File: src/alu_pkg.sv
// unsigned fixed-point only; one-hot opcodes without the sqrt code, mode meaning depends on opcode
package alu_pkg;

    ////////////////////////////////////////
    // widths
    ////////////////////////////////////////

    localparam int OPND_WIDTH = 13;  // x, y and result
    localparam int MULR_WIDTH = 8;   // multiplier bits taken from y
    localparam int QUOT_WIDTH = 9;   // widest quotient (T27 / T36)

    ////////////////////////////////////////
    // opcodes and modes
    ////////////////////////////////////////

    // one-hot as seen by the datapath top
    typedef enum logic [3:0] {
        ALU_MULTIPLY = 4'b1000,
        ALU_DIVISION = 4'b0100,
        ALU_UNKNOWN  = 4'b0001
    } alu_op_e;

    // multiply modes
    typedef enum logic [1:0] {
        MULTI_PURE = 2'd0,  // x * pure fraction
        MULTI_FRAC = 2'd1,  // x * (1 + fraction)
        MULTI_MAXM = 2'd2   // bounded to x * 2
    } mul_mode_e;

    // divide modes
    typedef enum logic [1:0] {
        SA_DIV = 2'd0,  // annealing ratio x*256/y
        CF_T27 = 2'd1,  // curve fit step x*128/y
        CF_T36 = 2'd2   // curve fit step x*64/y
    } div_mode_e;

    ////////////////////////////////////////
    // request word
    ////////////////////////////////////////

    // 32 bits total
    typedef struct packed {
        alu_op_e               op;
        logic [1:0]            mode;  // mul_mode_e or div_mode_e by op
        logic [OPND_WIDTH-1:0] x;     // multiplicand or dividend
        logic [OPND_WIDTH-1:0] y;     // multiplier (low 8 bits) or divisor
    } alu_req_t;

    // the mode field is read through a cast in the engines
    // e.g. mul_mode_e'(req.mode) or div_mode_e'(req.mode)
    // code 3 is not a defined mode in either set
    // multiply treats it as pure and divide as SA_DIV

endpackage

File: src/alu_ctrl.sv
// start must stay high with req stable until done; an unknown opcode waits forever for start to drop
module alu_ctrl (
    input  logic                            CLK,
    input  logic                            RST_N,
    input  logic                            start,
    input  alu_pkg::alu_req_t               req,
    output alu_pkg::alu_req_t               opnd,
    output logic                            mul_go,
    output logic                            div_go,
    input  logic                            mul_fin,
    input  logic [alu_pkg::OPND_WIDTH-1:0]  mul_value,
    input  logic                            div_fin,
    input  logic [alu_pkg::OPND_WIDTH-1:0]  div_value,
    output logic [alu_pkg::OPND_WIDTH-1:0]  result,
    output logic                            done
);
    import alu_pkg::*;

    typedef enum logic [2:0] {
        IDLE,      // waiting for start
        LAUNCH,    // go pulse is out
        WAIT_MUL,  // multiplier running
        WAIT_DIV,  // divider running
        HOLD,      // result valid until start drops
        STALL      // unknown opcode parked here
    } ctrl_state_e;

    ctrl_state_e state;

    logic take_req;  // accept edge
    assign take_req = start && (state == IDLE);

    ////////////////////////////////////////
    // request latch
    ////////////////////////////////////////

    // engines sample opnd only on their go pulse
    always_ff @(posedge CLK) begin
        if (take_req) begin
            opnd <= req;
        end
    end

    ////////////////////////////////////////
    // handshake FSM
    ////////////////////////////////////////

    always_ff @(posedge CLK or negedge RST_N) begin
        if (!RST_N) begin
            state  <= IDLE;
            mul_go <= 1'b0;
            div_go <= 1'b0;
            result <= '0;
        end else begin
            mul_go <= 1'b0;  // single cycle pulses
            div_go <= 1'b0;
            if (!start) begin
                // abort or normal release
                state  <= IDLE;
                result <= '0;
            end else begin
                case (state)
                    IDLE: begin
                        mul_go <= (req.op == ALU_MULTIPLY);
                        div_go <= (req.op == ALU_DIVISION);
                        state  <= LAUNCH;
                    end
                    LAUNCH: begin
                        case (opnd.op)
                            ALU_MULTIPLY: state <= WAIT_MUL;
                            ALU_DIVISION: state <= WAIT_DIV;
                            ALU_UNKNOWN:  state <= STALL;
                            default:      state <= STALL;  // sqrt code and garbage too
                        endcase
                    end
                    WAIT_MUL: begin
                        if (mul_fin) begin
                            result <= mul_value;
                            state  <= HOLD;
                        end
                    end
                    WAIT_DIV: begin
                        if (div_fin) begin
                            result <= div_value;
                            state  <= HOLD;
                        end
                    end
                    HOLD:    state <= HOLD;   // until start falls
                    STALL:   state <= STALL;  // never completes
                    default: state <= IDLE;
                endcase
            end
        end
    end

    // stray fin from an aborted run is dropped by the wait states above
    assign done = (state == HOLD);

    ////////////////////////////////////////
    // checks
    ////////////////////////////////////////

    // done only ever answers a held start
    a_done_needs_start: assert property (
        @(posedge CLK) disable iff (!RST_N)
        done |-> $past(start)
    );

    // one engine per request
    a_single_go: assert property (
        @(posedge CLK) disable iff (!RST_N)
        !(mul_go && div_go)
    );

endmodule

File: src/shift_add_mul.sv
// unsigned x (13 bits) times y[7:0]; FRAC_BITS must not exceed MULR_WIDTH, result truncated to 13 bits
module shift_add_mul #(
    parameter int FRAC_BITS = 8
) (
    input  logic                            CLK,
    input  logic                            RST_N,
    input  logic                            go,
    input  alu_pkg::alu_req_t               opnd,
    output logic                            fin,
    output logic [alu_pkg::OPND_WIDTH-1:0]  value
);
    import alu_pkg::*;

    localparam int ACC_WIDTH = OPND_WIDTH + MULR_WIDTH;  // full product, no truncation
    localparam int CNT_WIDTH = $clog2(MULR_WIDTH + 1);

    typedef enum logic [1:0] {
        MS_IDLE,
        MS_ADD,    // one multiplier bit per cycle
        MS_SCALE   // drop fraction bits and add x
    } mul_state_e;

    mul_state_e            state;
    logic [CNT_WIDTH-1:0]  cnt;     // weight of current multiplier bit
    logic [ACC_WIDTH-1:0]  acc;
    logic [MULR_WIDTH-1:0] mulr;    // shifts right, bit 0 is next
    logic [OPND_WIDTH-1:0] x_q;
    logic                  frac_q;  // add x after scaling
    logic                  go_frac;
    logic                  go_maxm;
    logic [ACC_WIDTH-1:0]  x_ext;
    logic [ACC_WIDTH-1:0]  part;
    logic [ACC_WIDTH-1:0]  scaled;

    // mode decode at go
    always_comb begin
        go_frac = 1'b0;
        go_maxm = 1'b0;
        case (mul_mode_e'(opnd.mode))
            MULTI_PURE: go_frac = 1'b0;
            MULTI_FRAC: go_frac = 1'b1;
            MULTI_MAXM: go_maxm = 1'b1;
            default:    go_frac = 1'b0;  // code 3 runs as pure
        endcase
    end

    assign x_ext  = ACC_WIDTH'(x_q);
    assign part   = mulr[0] ? (x_ext << cnt) : '0;  // shifted x when bit set
    assign scaled = (acc >> FRAC_BITS) + (frac_q ? x_ext : '0);

    ////////////////////////////////////////
    // sequencing
    ////////////////////////////////////////

    always_ff @(posedge CLK or negedge RST_N) begin
        if (!RST_N) begin
            state <= MS_IDLE;
            cnt   <= '0;
            fin   <= 1'b0;
        end else begin
            fin <= 1'b0;
            if (go) begin
                cnt   <= CNT_WIDTH'(1);  // bit 0 folded into the load
                state <= go_maxm ? MS_IDLE : MS_ADD;
                fin   <= go_maxm;        // x2 is done at once
            end else if (state == MS_ADD) begin
                cnt <= cnt + 1'b1;
                if (cnt == CNT_WIDTH'(MULR_WIDTH - 1)) begin
                    state <= MS_SCALE;
                end
            end else if (state == MS_SCALE) begin
                fin   <= 1'b1;
                state <= MS_IDLE;
            end
        end
    end

    // datapath
    always_ff @(posedge CLK) begin
        if (go) begin
            x_q    <= opnd.x;
            frac_q <= go_frac;
            acc    <= opnd.y[0] ? ACC_WIDTH'(opnd.x) : '0;
            mulr   <= opnd.y[MULR_WIDTH-1:0] >> 1;
            if (go_maxm) begin
                value <= {opnd.x[OPND_WIDTH-2:0], 1'b0};  // 2x, top bit lost
            end
        end else if (state == MS_ADD) begin
            acc  <= acc + part;
            mulr <= mulr >> 1;
        end else if (state == MS_SCALE) begin
            value <= scaled[OPND_WIDTH-1:0];
        end
    end

    // fin is tied to the latest go by fixed latency
    a_fin_after_go: assert property (
        @(posedge CLK) disable iff (!RST_N)
        fin |-> $past(go) || $past(go, MULR_WIDTH + 1)
    );

endmodule

File: src/restoring_div.sv
// SA_DIV is exact only for x < y (y = 0 gives 511); T27/T36 saturate when x/4 >= y
module restoring_div (
    input  logic                            CLK,
    input  logic                            RST_N,
    input  logic                            go,
    input  alu_pkg::alu_req_t               opnd,
    output logic                            fin,
    output logic [alu_pkg::OPND_WIDTH-1:0]  value
);
    import alu_pkg::*;

    localparam int REM_WIDTH = OPND_WIDTH + 1;  // holds up to 2y after a shift
    localparam int DVD_WIDTH = OPND_WIDTH + QUOT_WIDTH;
    localparam int CNT_WIDTH = $clog2(QUOT_WIDTH + 1);
    localparam logic [QUOT_WIDTH-1:0] SAT_MAX = '1;                       // 511
    localparam logic [QUOT_WIDTH-1:0] SAT_T36 = QUOT_WIDTH'(1) << (QUOT_WIDTH - 1);  // 256

    typedef enum logic [1:0] {
        DV_IDLE,
        DV_SHIFT,  // bring in next dividend bit
        DV_TRIAL   // subtract y if it fits
    } div_state_e;

    div_state_e            state;
    logic [CNT_WIDTH-1:0]  cnt;    // quotient bits done
    logic [CNT_WIDTH-1:0]  nbits;  // 8 for SA, 9 otherwise
    logic [REM_WIDTH-1:0]  rem;    // partial remainder
    logic [QUOT_WIDTH-1:0] low;    // dividend bits not yet shifted in
    logic [QUOT_WIDTH-1:0] quot;
    logic [OPND_WIDTH-1:0] y_q;

    logic                  go_sat;
    logic [QUOT_WIDTH-1:0] sat_val;
    logic [DVD_WIDTH-1:0]  dvd;    // x aligned per mode
    logic [CNT_WIDTH-1:0]  nbits_init;
    logic                  ge;
    logic                  last_bit;
    logic [QUOT_WIDTH-1:0] quot_next;

    ////////////////////////////////////////
    // load decode
    ////////////////////////////////////////

    always_comb begin
        go_sat     = 1'b0;
        sat_val    = SAT_MAX;
        dvd        = {opnd.x, {QUOT_WIDTH{1'b0}}};
        nbits_init = CNT_WIDTH'(QUOT_WIDTH);
        case (div_mode_e'(opnd.mode))
            CF_T27: begin
                go_sat = (opnd.x >> 2) >= opnd.y;
                dvd    = {opnd.x, {QUOT_WIDTH{1'b0}}} >> 2;  // x*128 over 9 bits
            end
            CF_T36: begin
                go_sat  = (opnd.x >> 2) >= opnd.y;
                sat_val = SAT_T36;
                dvd     = {opnd.x, {QUOT_WIDTH{1'b0}}} >> 3;  // x*64 over 9 bits
            end
            default: begin  // SA_DIV and code 3
                go_sat     = (opnd.y == '0);
                nbits_init = CNT_WIDTH'(QUOT_WIDTH - 1);     // x*256 over 8 bits
            end
        endcase
    end

    assign ge        = rem >= REM_WIDTH'(y_q);
    assign quot_next = {quot[QUOT_WIDTH-2:0], ge};
    assign last_bit  = (cnt == nbits - 1'b1);

    ////////////////////////////////////////
    // sequencing
    ////////////////////////////////////////

    always_ff @(posedge CLK or negedge RST_N) begin
        if (!RST_N) begin
            state <= DV_IDLE;
            cnt   <= '0;
            fin   <= 1'b0;
        end else begin
            fin <= 1'b0;
            if (go) begin
                cnt   <= '0;
                state <= go_sat ? DV_IDLE : DV_SHIFT;
                fin   <= go_sat;  // saturation answers next cycle
            end else if (state == DV_SHIFT) begin
                state <= DV_TRIAL;
            end else if (state == DV_TRIAL) begin
                cnt   <= cnt + 1'b1;
                state <= last_bit ? DV_IDLE : DV_SHIFT;
                fin   <= last_bit;
            end
        end
    end

    // datapath
    always_ff @(posedge CLK) begin
        if (go) begin
            y_q   <= opnd.y;
            rem   <= REM_WIDTH'(dvd[DVD_WIDTH-1:QUOT_WIDTH]);  // below y when not saturated
            low   <= dvd[QUOT_WIDTH-1:0];
            quot  <= '0;
            nbits <= nbits_init;
            if (go_sat) begin
                value <= OPND_WIDTH'(sat_val);
            end
        end else if (state == DV_SHIFT) begin
            rem <= {rem[REM_WIDTH-2:0], low[QUOT_WIDTH-1]};
            low <= {low[QUOT_WIDTH-2:0], 1'b0};
        end else if (state == DV_TRIAL) begin
            if (ge) begin
                rem <= rem - REM_WIDTH'(y_q);
            end
            quot <= quot_next;
            if (last_bit) begin
                value <= OPND_WIDTH'(quot_next);
            end
        end
    end

    a_cnt_bound: assert property (
        @(posedge CLK) disable iff (!RST_N)
        cnt <= CNT_WIDTH'(QUOT_WIDTH)
    );

endmodule

File: src/share_alu.sv
// one operation at a time through start/done; FRAC_BITS must not exceed MULR_WIDTH
module share_alu #(
    parameter int FRAC_BITS = 8  // multiply fraction point
) (
    input  logic                            CLK,
    input  logic                            RST_N,
    input  logic                            start,
    input  alu_pkg::alu_req_t               req,
    output logic [alu_pkg::OPND_WIDTH-1:0]  result,
    output logic                            done
);
    import alu_pkg::*;

    alu_req_t              opnd;       // latched request to both engines
    logic                  mul_go;
    logic                  div_go;
    logic                  mul_fin;
    logic                  div_fin;
    logic [OPND_WIDTH-1:0] mul_value;
    logic [OPND_WIDTH-1:0] div_value;

    ////////////////////////////////////////
    // control
    ////////////////////////////////////////

    alu_ctrl alu_ctrl_inst (
        .CLK       (CLK),
        .RST_N     (RST_N),
        .start     (start),
        .req       (req),
        .opnd      (opnd),
        .mul_go    (mul_go),
        .div_go    (div_go),
        .mul_fin   (mul_fin),
        .mul_value (mul_value),
        .div_fin   (div_fin),
        .div_value (div_value),
        .result    (result),
        .done      (done)
    );

    ////////////////////////////////////////
    // engines
    ////////////////////////////////////////

    shift_add_mul #(
        .FRAC_BITS (FRAC_BITS)
    ) shift_add_mul_inst (
        .CLK   (CLK),
        .RST_N (RST_N),
        .go    (mul_go),
        .opnd  (opnd),
        .fin   (mul_fin),
        .value (mul_value)
    );

    restoring_div restoring_div_inst (
        .CLK   (CLK),
        .RST_N (RST_N),
        .go    (div_go),
        .opnd  (opnd),
        .fin   (div_fin),
        .value (div_value)
    );

endmodule

File: config.mk
export PLATFORM = sky130hd
export DESIGN_NAME = share_alu
export DESIGN_NICKNAME = d
export VERILOG_FILES = /design/src/alu_pkg.sv /design/src/alu_ctrl.sv /design/src/shift_add_mul.sv /design/src/restoring_div.sv /design/src/share_alu.sv
export SDC_FILE = /design/constraint.sdc
export NUM_CORES = 1
export LEC_CHECK = 0
export ABC_CLOCK_PERIOD_IN_PS = 4600
export BUFFER_PORTS_ARGS = -buffer_cell sky130_fd_sc_hd__buf_2
export CAP_MARGIN = 20
export CELL_PAD_IN_SITES_DETAIL_PLACEMENT = 0
export CELL_PAD_IN_SITES_GLOBAL_PLACEMENT = 1
export CORE_ASPECT_RATIO = 0.9
export CORE_MARGIN = 2
export CORE_UTILIZATION = 45
export DETAILED_ROUTE_END_ITERATION = 10
export GPL_ROUTABILITY_DRIVEN = 0
export HOLD_SLACK_MARGIN = 0.08
export PLACE_DENSITY_LB_ADDON = 0.05
export RECOVER_POWER = 100
export SLEW_MARGIN = 20
export SYNTH_ARGS = -nofsm -noshare
export SYNTH_HDL_FRONTEND = slang
export SYNTH_HIERARCHICAL = 1
export SYNTH_SLANG_ARGS = --single-unit
export TNS_END_PERCENT = 10
File: constraint.sdc
create_clock -name CLK -period 4.6 [get_ports CLK]
set_input_delay 0.92 -clock CLK [delete_from_list [all_inputs] [get_ports CLK]]
set_output_delay 0.92 -clock CLK [all_outputs]
set_load 0.03 [all_outputs]
Word level (Yosys, flattened, before mapping)
Index checks and enable logic that the tools add are counted.

Register bits after elaboration: 180. Word-level logic and storage cells: 146. Input port bits: 35. Output and inout bits: 14.

Bitwise operators: 1. Reduce and logical (&&, ||, !) cells: 23. Mux-type cells: 62. Shifts and indexed selects: 1. Equality and inequality tests: 25. $add $sub $neg: 6. Magnitude comparators: 2.

Operators by type and width (number): 2-to-1 mux 13 bit (15); 2-to-1 mux 21 bit (3); one-hot mux 22 bit (2 select lines) (1); 2-to-1 mux 14 bit (3); one-hot mux 13 bit (2 select lines) (1); adder 21 bit (1); left shift 13 x 4 -> 21 bit (1); 2-to-1 mux 4 bit (5); 2-to-1 mux 9 bit (2); one-hot mux 3 bit (6 select lines) (1); 2-to-1 mux 1 bit (17); >= comparator 14 x 13 -> 1 bit (1); 2-to-1 mux 2 bit (7); 2-to-1 mux 7 bit (2); nonzero test 2 bit (7); subtractor 14 x 13 -> 14 bit (1); adder 13 bit (1); >= comparator 11 x 13 -> 1 bit (1); zero test 13 bit (1); equality test 4 x 3 -> 1 bit (second input constant) (3); AND reduction 2 bit (6); 2-to-1 mux 3 bit (3); nonzero test 3 bit (3); adder 4 x 1 -> 4 bit (second input constant) (2); 21 further kinds (32).

Logic depth before layout (Yosys ltp)
Gate-level depths: netlist of run 1.

Depth after elaboration: 6. Mapped depth: 15. Mapped depth without buffers: 13.

Hierarchy
The synthesis of run 1 kept the hierarchy.

Modules (own cells, without submodules): shift_add_mul (area each 4795.8 um2, instances 1, cells an instance 486, seq. area each 1826.8 um2); restoring_div (area each 3450.8 um2, instances 1, cells an instance 351, seq. area each 1526.5 um2); alu_ctrl (area each 1893.1 um2, instances 1, cells an instance 109, seq. area each 1411.4 um2).

Worst setup path before layout of run 1
Ideal clock, no wire load.

Path type: input port to flip-flop. Start: input port start. End: register alu_ctrl_inst.mul_go. Data required time: 4.500 ns. Slack: -0.328 ns. Library setup time: 0.100 ns. Buffers on the path: 0. Arrival time: 4.828 ns. Stages: 3. Cells stage by stage: nor4b_1 -> nand2_1 -> nor3b_1.

Cells in the longest elaborated chain, start to end: 1.

RTL lines: from (decl) (RTL line share_alu.sv:7) `input logic start,`; 2-to-1 mux 1 bit (RTL line alu_ctrl.sv:57) `if (!start) begin`; to (signal assigned) (RTL line alu_ctrl.sv:64) `mul_go <= (req.op == ALU_MULTIPLY);`; to (decl) (RTL line alu_ctrl.sv:8) `output logic mul_go,`.

Every way passes these cells. A chain may end at the register's enable or synchronous reset.

Final worst setup path of run 1
Start: register shift_add_mul_inst.cnt[1]. End: register shift_add_mul_inst.acc[14] (data pin).

Cells in the longest elaborated chain, start to end: 5.

RTL lines: from (decl) (RTL line shift_add_mul.sv:24) `logic [CNT_WIDTH-1:0] cnt;`; from (signal assigned) (RTL line shift_add_mul.sv:67) `cnt <= cnt + 1'b1;`; left shift 13 x 4 -> 21 bit (RTL line shift_add_mul.sv:48) `assign part = mulr[0] ? (x_ext << cnt) : '0;`; 2-to-1 mux 21 bit (RTL line shift_add_mul.sv:48); adder 21 bit (RTL line shift_add_mul.sv:89) `acc <= acc + part;`; 2-to-1 mux 21 bit (RTL line shift_add_mul.sv:88) `end else if (state == MS_ADD) begin`; 2-to-1 mux 21 bit (RTL line shift_add_mul.sv:80) `if (go) begin`; to (signal assigned) (RTL line shift_add_mul.sv:83) `acc <= opnd.y[0] ? ACC_WIDTH'(opnd.x) : '0;`; to (signal assigned) (RTL line shift_add_mul.sv:89); to (decl) (RTL line shift_add_mul.sv:25) `logic [ACC_WIDTH-1:0] acc;`.

Every way passes these cells. The select of a mux whose other input is x is not followed.

==> results of run 1 <==
## cell families after synthesis
| logic type | after synthesis | synth area share, % |
|---|---|---|
| adder cells (fa/ha/maj) | 65 | 8.24 |
| buffers and inverters | 93 | 3.97 |
| AND/OR/NAND/NOR | 255 | 12.5 |
| flip-flops | 167 | 47.0 |
| multiplexers | 60 | 7.18 |
| XOR/XNOR | 29 | 2.50 |
| AO/OA/AOI/OAI | 276 | 18.5 |
| other | 1 | 0.0370 |
## sequential cells by signal (all words and copies together) (netlist names), 8 cells and up
signal                    flops
shift_add_mul_inst/acc       21
alu_ctrl_inst/opnd           32
restoring_div_inst/y_q       13
shift_add_mul_inst/x_q       13
restoring_div_inst/rem       14
restoring_div_inst/quot       8
alu_ctrl_inst/result         13
shift_add_mul_inst/value     13
restoring_div_inst/value      9
## where the power goes
part	total [uW]	internal, uW	leakage, uW	switching [uW]
Sequential	2510	2170	0.00166	338
Clock	1410	725	0.000287	684
Combinational	3320	1430	0.00240	1890
Total	7240	4330	0.00435	2910
## layout by cell type (no fill, tap or decap), drive strengths merged, types with 9 or more instances in the layout
cell	synthesis	routed
a211oi	17	17
a21o	12	12
a21oi	48	48
and2	17	17
buf	19	31
clkbuf	25	42
dfrtp	32	32
dfxtp	9	9
edfxtp	126	126
ha	62	62
inv	46	57
mux2	19	19
mux2i	33	33
nand2	61	61
nand3	17	17
nor2	70	70
nor2b	15	15
nor3	19	19
o211ai	10	10
o21a	29	29
o21ai	73	73
o22ai	10	10
o2bb2ai	16	16
or3	9	9
xnor2	15	15
xor2	14	14
## metrics by stage
stage | hold WS [ps] | area [sq um] | setup slack (ps) | cells | power, uW
after global routing | 476 | 11100 | 233 | 1290 | 7770
after global placement | 438 | 10600 | 794 | 1258 | 5760
after floorplan | 427 | 10200 | 1180 | 949 | 5030
after CTS | 461 | 11200 | 735 | 1290 | 7260
after detailed placement | 443 | 10600 | 744 | 1258 | 5820
final | 461 | 11100 | 542 | 1290 | 7240
## final timing paths
path,start,to,cells past startpoint
setup / recovery,shift_add_mul_inst/cnt[1],shift_add_mul_inst/acc[14],10
hold / removal,alu_ctrl_inst/opnd[12],restoring_div_inst/y_q[12],0
setup reg to reg,shift_add_mul_inst/cnt[1],shift_add_mul_inst/acc[14],10
hold reg to reg,alu_ctrl_inst/opnd[12],restoring_div_inst/y_q[12],0
max in group asynchronous,RST_N,shift_add_mul_inst/cnt[0],1
min in group asynchronous,RST_N,restoring_div_inst/cnt[0],1
## layout make-up
| type | instances | area, sq um |
|---|---|---|
| clock buffers | 17 | 425 |
| clock inverters | 15 | 149 |
| fillers | 2060 | 11200 |
| inverters | 49 | 184 |
| multi-input cells | 689 | 4960 |
| flip-flops and latches | 167 | 4760 |
| well taps | 297 | 372 |
| repair buffers | 56 | 256 |
## per-layer routing
layer  up-vias  share of wire (%)  global-route usage [%]
li1       3621                  -                       -
met1      3679                 48                    32.6
met2       248                 44                    33.7
met3        29                6.8                    4.69
met4         0                1.4                    5.53
met5         -                  0                       0
## critical path, stage by stage (launching register included)
cell and delay, ps:
dfrtp_1 970, mux2_2 420, o21ai_0 300, nor2_1 100, ha_1 240, a211oi_1 340, o21ai_0 240, a21oi_1 350
o21ai_0 250, a31oi_1 260, mux2_2 350
==> impl_metrics.tcl, run 1 <==
set metrics [dict create \
    grt_max_degree 45 \
    clk_path_buf_depth 2 \
    drive_above_1_share_pct 10.2 \
    routedWlPerCell_um 19.7 \
    die_w_um 162 \
    initial_core_util_pct 45.4 \
    syn_inst 946 \
    p_leak_uw 0.00435 \
    cts_buffers 17 \
    fin_skew_ps 11.1 \
    ant_nets 0 \
    timing.fmax_mhz 246 \
    syn_area_per_cell_sq_um 10.7 \
    required_ps 4790 \
    status "complete, but fails checks" \
    postCtsSetupBuffers 0 \
    drt-vias-per-instance 5.87 \
    yosysUniqueCellTypes 79 \
    synth_top_area_cell "edfxtp_1" \
    synth.area.top_cells "edfxtp_1, dfrtp_1, ha_1" \
    drc 0 \
    min_period_over_period_pct 88.2 \
    place.port_buffers 48 \
    seq_area_frac_synth_pct 47.0 \
    max-vdd-ir-drop_mv 0.330 \
    slew_headroom_pct -49.0 \
    grt_usage_pct 22.2 \
    cts.sinks 167 \
    drt-pass1-iter-count 5 \
    tightest_slew_ps 2230 \
    finalSetupViolations 0 \
    worstSetupPathType "flop to flop" \
    r2r_setup_slack_ps 540 \
    drtIter0Drc 601 \
    drv_cap 6 \
    yosysMostFrequentCell "edfxtp_1" \
    ctsResizeCount 0 \
    cts.clk_slew.worst_paths_ps 70 \
    fin_tns_setup_ps 0 \
    ys_warn_count 6 \
    clock-root-buffer "clkbuf_16" \
    synth_area_sq_um 10100 \
    hold_violations 0 \
    rsz0062_at_grt "false" \
    grt_antenna_before_repair 0 \
    vias 7577 \
    violations "capacitance limit, slew limit" \
    crit_path_end_kind "flop" \
    grt_pass1_wl_um 41000 \
    synthDominantCellAreaShare_pct 37.3 \
    syn_to_final_growth_pct 9.59 \
    final_util_pct 49.8 \
    crit_path_start_kind "flop" \
    clk_latency_ps 430 \
    die_area_sq_um 23800 \
    io_pins 49 \
    cp_data_arrival_time_ps 4250 \
    dieHeight_um 146 \
    maxSlewViolCount 195 \
    layout.nets 1080 \
    power.density_nw_per_um2 651 \
    hpwl_um 18700 \
    synth_common_cells "edfxtp_1, nor2_1, o21ai_0, ha_1, nand2_1" \
    wirelength_um 25400 \
    overflow 0 \
    cts_hold_buf 0 \
    grt_pass1_vias 7491 \
    hold_class "flop to flop" \
    rows 52 \
    crit_fanout 27 \
    htree_levels 4 \
    ys_async_sr_fraction_pct 19.2 \
    diodes 0 \
    coreArea_sq_um 22300 \
    period_minus_slack_ps 4060 \
    synth_edf_count 126 \
    cts_tree "built" \
    ys_ff_latch 167 \
    synthFlopType "edfxtp_1" \
]
No activity file was read; power rests on OpenSTA's default activity.
==> run 2: changes to the inputs <==
CELL_PAD_IN_SITES_DETAIL_PLACEMENT = default   (was 0)
CELL_PAD_IN_SITES_GLOBAL_PLACEMENT = default   (was 1)
CORE_UTILIZATION = 51   (was 45)
==> impl_metrics.tcl, run 2 (same netlist as run 1, synthesis figures left out) <==
set metrics [dict create \
    status "complete, but fails checks" \
    violations "capacitance limit, slew limit" \
    period_minus_slack_ps 4100 \
    hold_class "flop to flop" \
    wirelength_um 24000 \
    rr_worst_depth 13 \
    grt_usage_pct 23.4 \
    r2r-start "shift_add_mul_inst/cnt[1]" \
    top_regs "alu_ctrl_inst/opnd (32), shift_add_mul_inst/acc (21), restoring_div_inst/rem (14)" \
    cts_buffers 17 \
    grt_pass1_vias 6901 \
    finalSetupViolations 0 \
    switching_share_pct 39.4 \
    min_to "restoring_div_inst/y_q[12]" \
    io_pins 49 \
    hold_violations 0 \
    timing.fmax_mhz 244 \
    ant_nets 0 \
    rows 48 \
    layout_common_cells "edfxtp_1, nor2_1, o21ai_0" \
    final_area_sq_um 11100 \
    fin_skew_ps 11.9 \
    ctsResizeCount 0 \
    routedWlPerCell_um 19.3 \
    hpwl_um 17200 \
    drive_above_1_share_pct 10.1 \
    required_ps 4740 \
    final_common_cell "edfxtp_1" \
    tightest_slew_ps 2150 \
    fin_tns_setup_ps 0 \
    top_register "alu_ctrl_inst/opnd" \
    crit_path_start_kind "flop" \
    cts.clk_slew.worst_paths_ps 70 \
    dpl_cell_area_sq_um 10600 \
    p_leak_uw 0.00435 \
    pwr-share-seq_pct 34.7 \
    min_period_over_period_pct 89.1 \
    initial_core_util_pct 52.4 \
    dieHeight_um 138 \
    r2r_setup_slack_ps 500 \
    die_w_um 153 \
    p_sw_uw 2850 \
    min_path_cells 0 \
    max_stage_delay_ps 850 \
    cts_tree "built" \
    maxSlewViolCount 204 \
    clk_latency_ps 430 \
    overflow 0 \
    drtIter0Drc 665 \
    die_area_sq_um 21000 \
    power.density_nw_per_um2 653 \
    drv_cap 6 \
    drt-pass1-iter-count 5 \
    coreArea_sq_um 19300 \
    cts.sinks 167 \
    rsz0062_at_grt "false" \
    htree_levels 4 \
    cts_hold_buf 0 \
    max-vdd-ir-drop_mv 0.355 \
    timing.rr.end "shift_add_mul_inst/acc[19]" \
    postCtsSetupBuffers 0 \
    p_int_uw 4370 \
    fill_cells 1669 \
    syn_to_final_growth_pct 9.14 \
    clock-root-buffer "clkbuf_16" \
    clk_path_buf_depth 2 \
    vias 7506 \
    layout.nets 1081 \
    drc 0 \
    comb_power_share_pct 45.8 \
    place.port_buffers 48 \
    crit_fanout 21 \
    crit_path_end_kind "flop" \
    slowest_stage "dfrtp_1" \
    largest_register_ffs 32 \
    cp_top_family "compound AO/OA/AOI/OAI gates" \
    cp_cell_sequence "clkbuf_1, mux4_2, nor2b_1, a31oi_1, nand2_1, o211a_1, ha_1, nand2_1, nor2_1, a31oi_1, o41ai_2, xnor2_1, nor2_1" \
    timing.hold.ws_ps 462 \
    grt_antenna_before_repair 1 \
    hp-start "alu_ctrl_inst/opnd[12]" \
    slew_headroom_pct -43.5 \
    cp_data_arrival_time_ps 4240 \
    crit_buf_inv 1 \
    grt_pass1_wl_um 38100 \
    drt-vias-per-instance 6.03 \
    worstSetupPathType "flop to flop" \
    clkPwrFrac_pct 19.5 \
    grt_max_degree 48 \
]
run 2: cell types whose count changed in the layout (fill, tap and decap cells not counted), moves of 2 or more:
cell        change
clkbuf_16       +2
clkinv_8        -2
inv_8           -3
clkbuf_1        +2
and2_1          +3
clkinvlp_4      +2
clkinv_2        -2
and2_0          -3
run 2: stage by stage:
step | total power [uW] | setup WS [ps] | utilization [%] | instances
floorplan | 5030 | 1180 | - | 949
global placement | 5760 | 829 | 54.7 | 1212
detailed placement | 5780 | 722 | 54.7 | 1212
CTS | 7240 | 699 | 57.7 | 1244
global route | 7730 | 237 | 57.2 | 1244
finish | 7220 | 499 | 57.2 | 1245
run 2: routing by layer:
metal	global-route usage (%)	routed length, um
met5	0	0
met4	7.15	366
met3	4.66	1800
met2	33.9	10000
met1	35.5	11800
run 2: power groups by stage:
stage	combinational, uW	clock (uW)	sequential [uW]
after floorplan	2690	0	2340
final	3300	1410	2510
after CTS	3300	1440	2490
after global routing	3690	1500	2550
after global placement	3240	0	2520
after detailed placement	3270	0	2520
run 2: worst max-delay path by stage:
| stage | startpoint | endpoint | slack (ps) | cells after the start |
|---|---|---|---|---|
| global placement | shift_add_mul_inst/cnt[1] | shift_add_mul_inst/acc[17] | 830 | 12 |
| finish | shift_add_mul_inst/cnt[1] | shift_add_mul_inst/acc[19] | 500 | 13 |
| CTS | shift_add_mul_inst/cnt[1] | shift_add_mul_inst/acc[19] | 700 | 13 |
| floorplan | shift_add_mul_inst/cnt[2] | shift_add_mul_inst/acc[14] | 1180 | 13 |
| global route | shift_add_mul_inst/cnt[1] | shift_add_mul_inst/acc[14] | 240 | 12 |
| detailed placement | shift_add_mul_inst/cnt[1] | shift_add_mul_inst/acc[19] | 720 | 13 |
run 2: worst reg2reg max path: cells and delay by family, from the launching register on:
kind                     cells  cell delay, ps
XOR/XNOR                     1             160
flip-flops                   1             850
buffers and inverters        1             340
adder cells (fa/ha/maj)      1             420
multiplexers                 1             370
AND/OR/NAND/NOR              5             690
AO/OA/AOI/OAI                4             980
run 2: final cells by class:
class / count / area, sq um / share of cell area, %
multi-input cells: 689 / 4960 / 44.9
flip-flops and latches: 167 / 4760 / 43.1
clock buffers: 20 / 479 / 4.33
well taps: 250 / 313 / 2.83
repair buffers: 57 / 260 / 2.35
inverters: 49 / 184 / 1.66
clock inverters: 12 / 100 / 0.904
diodes: 1 / 2.50 / 0.0226
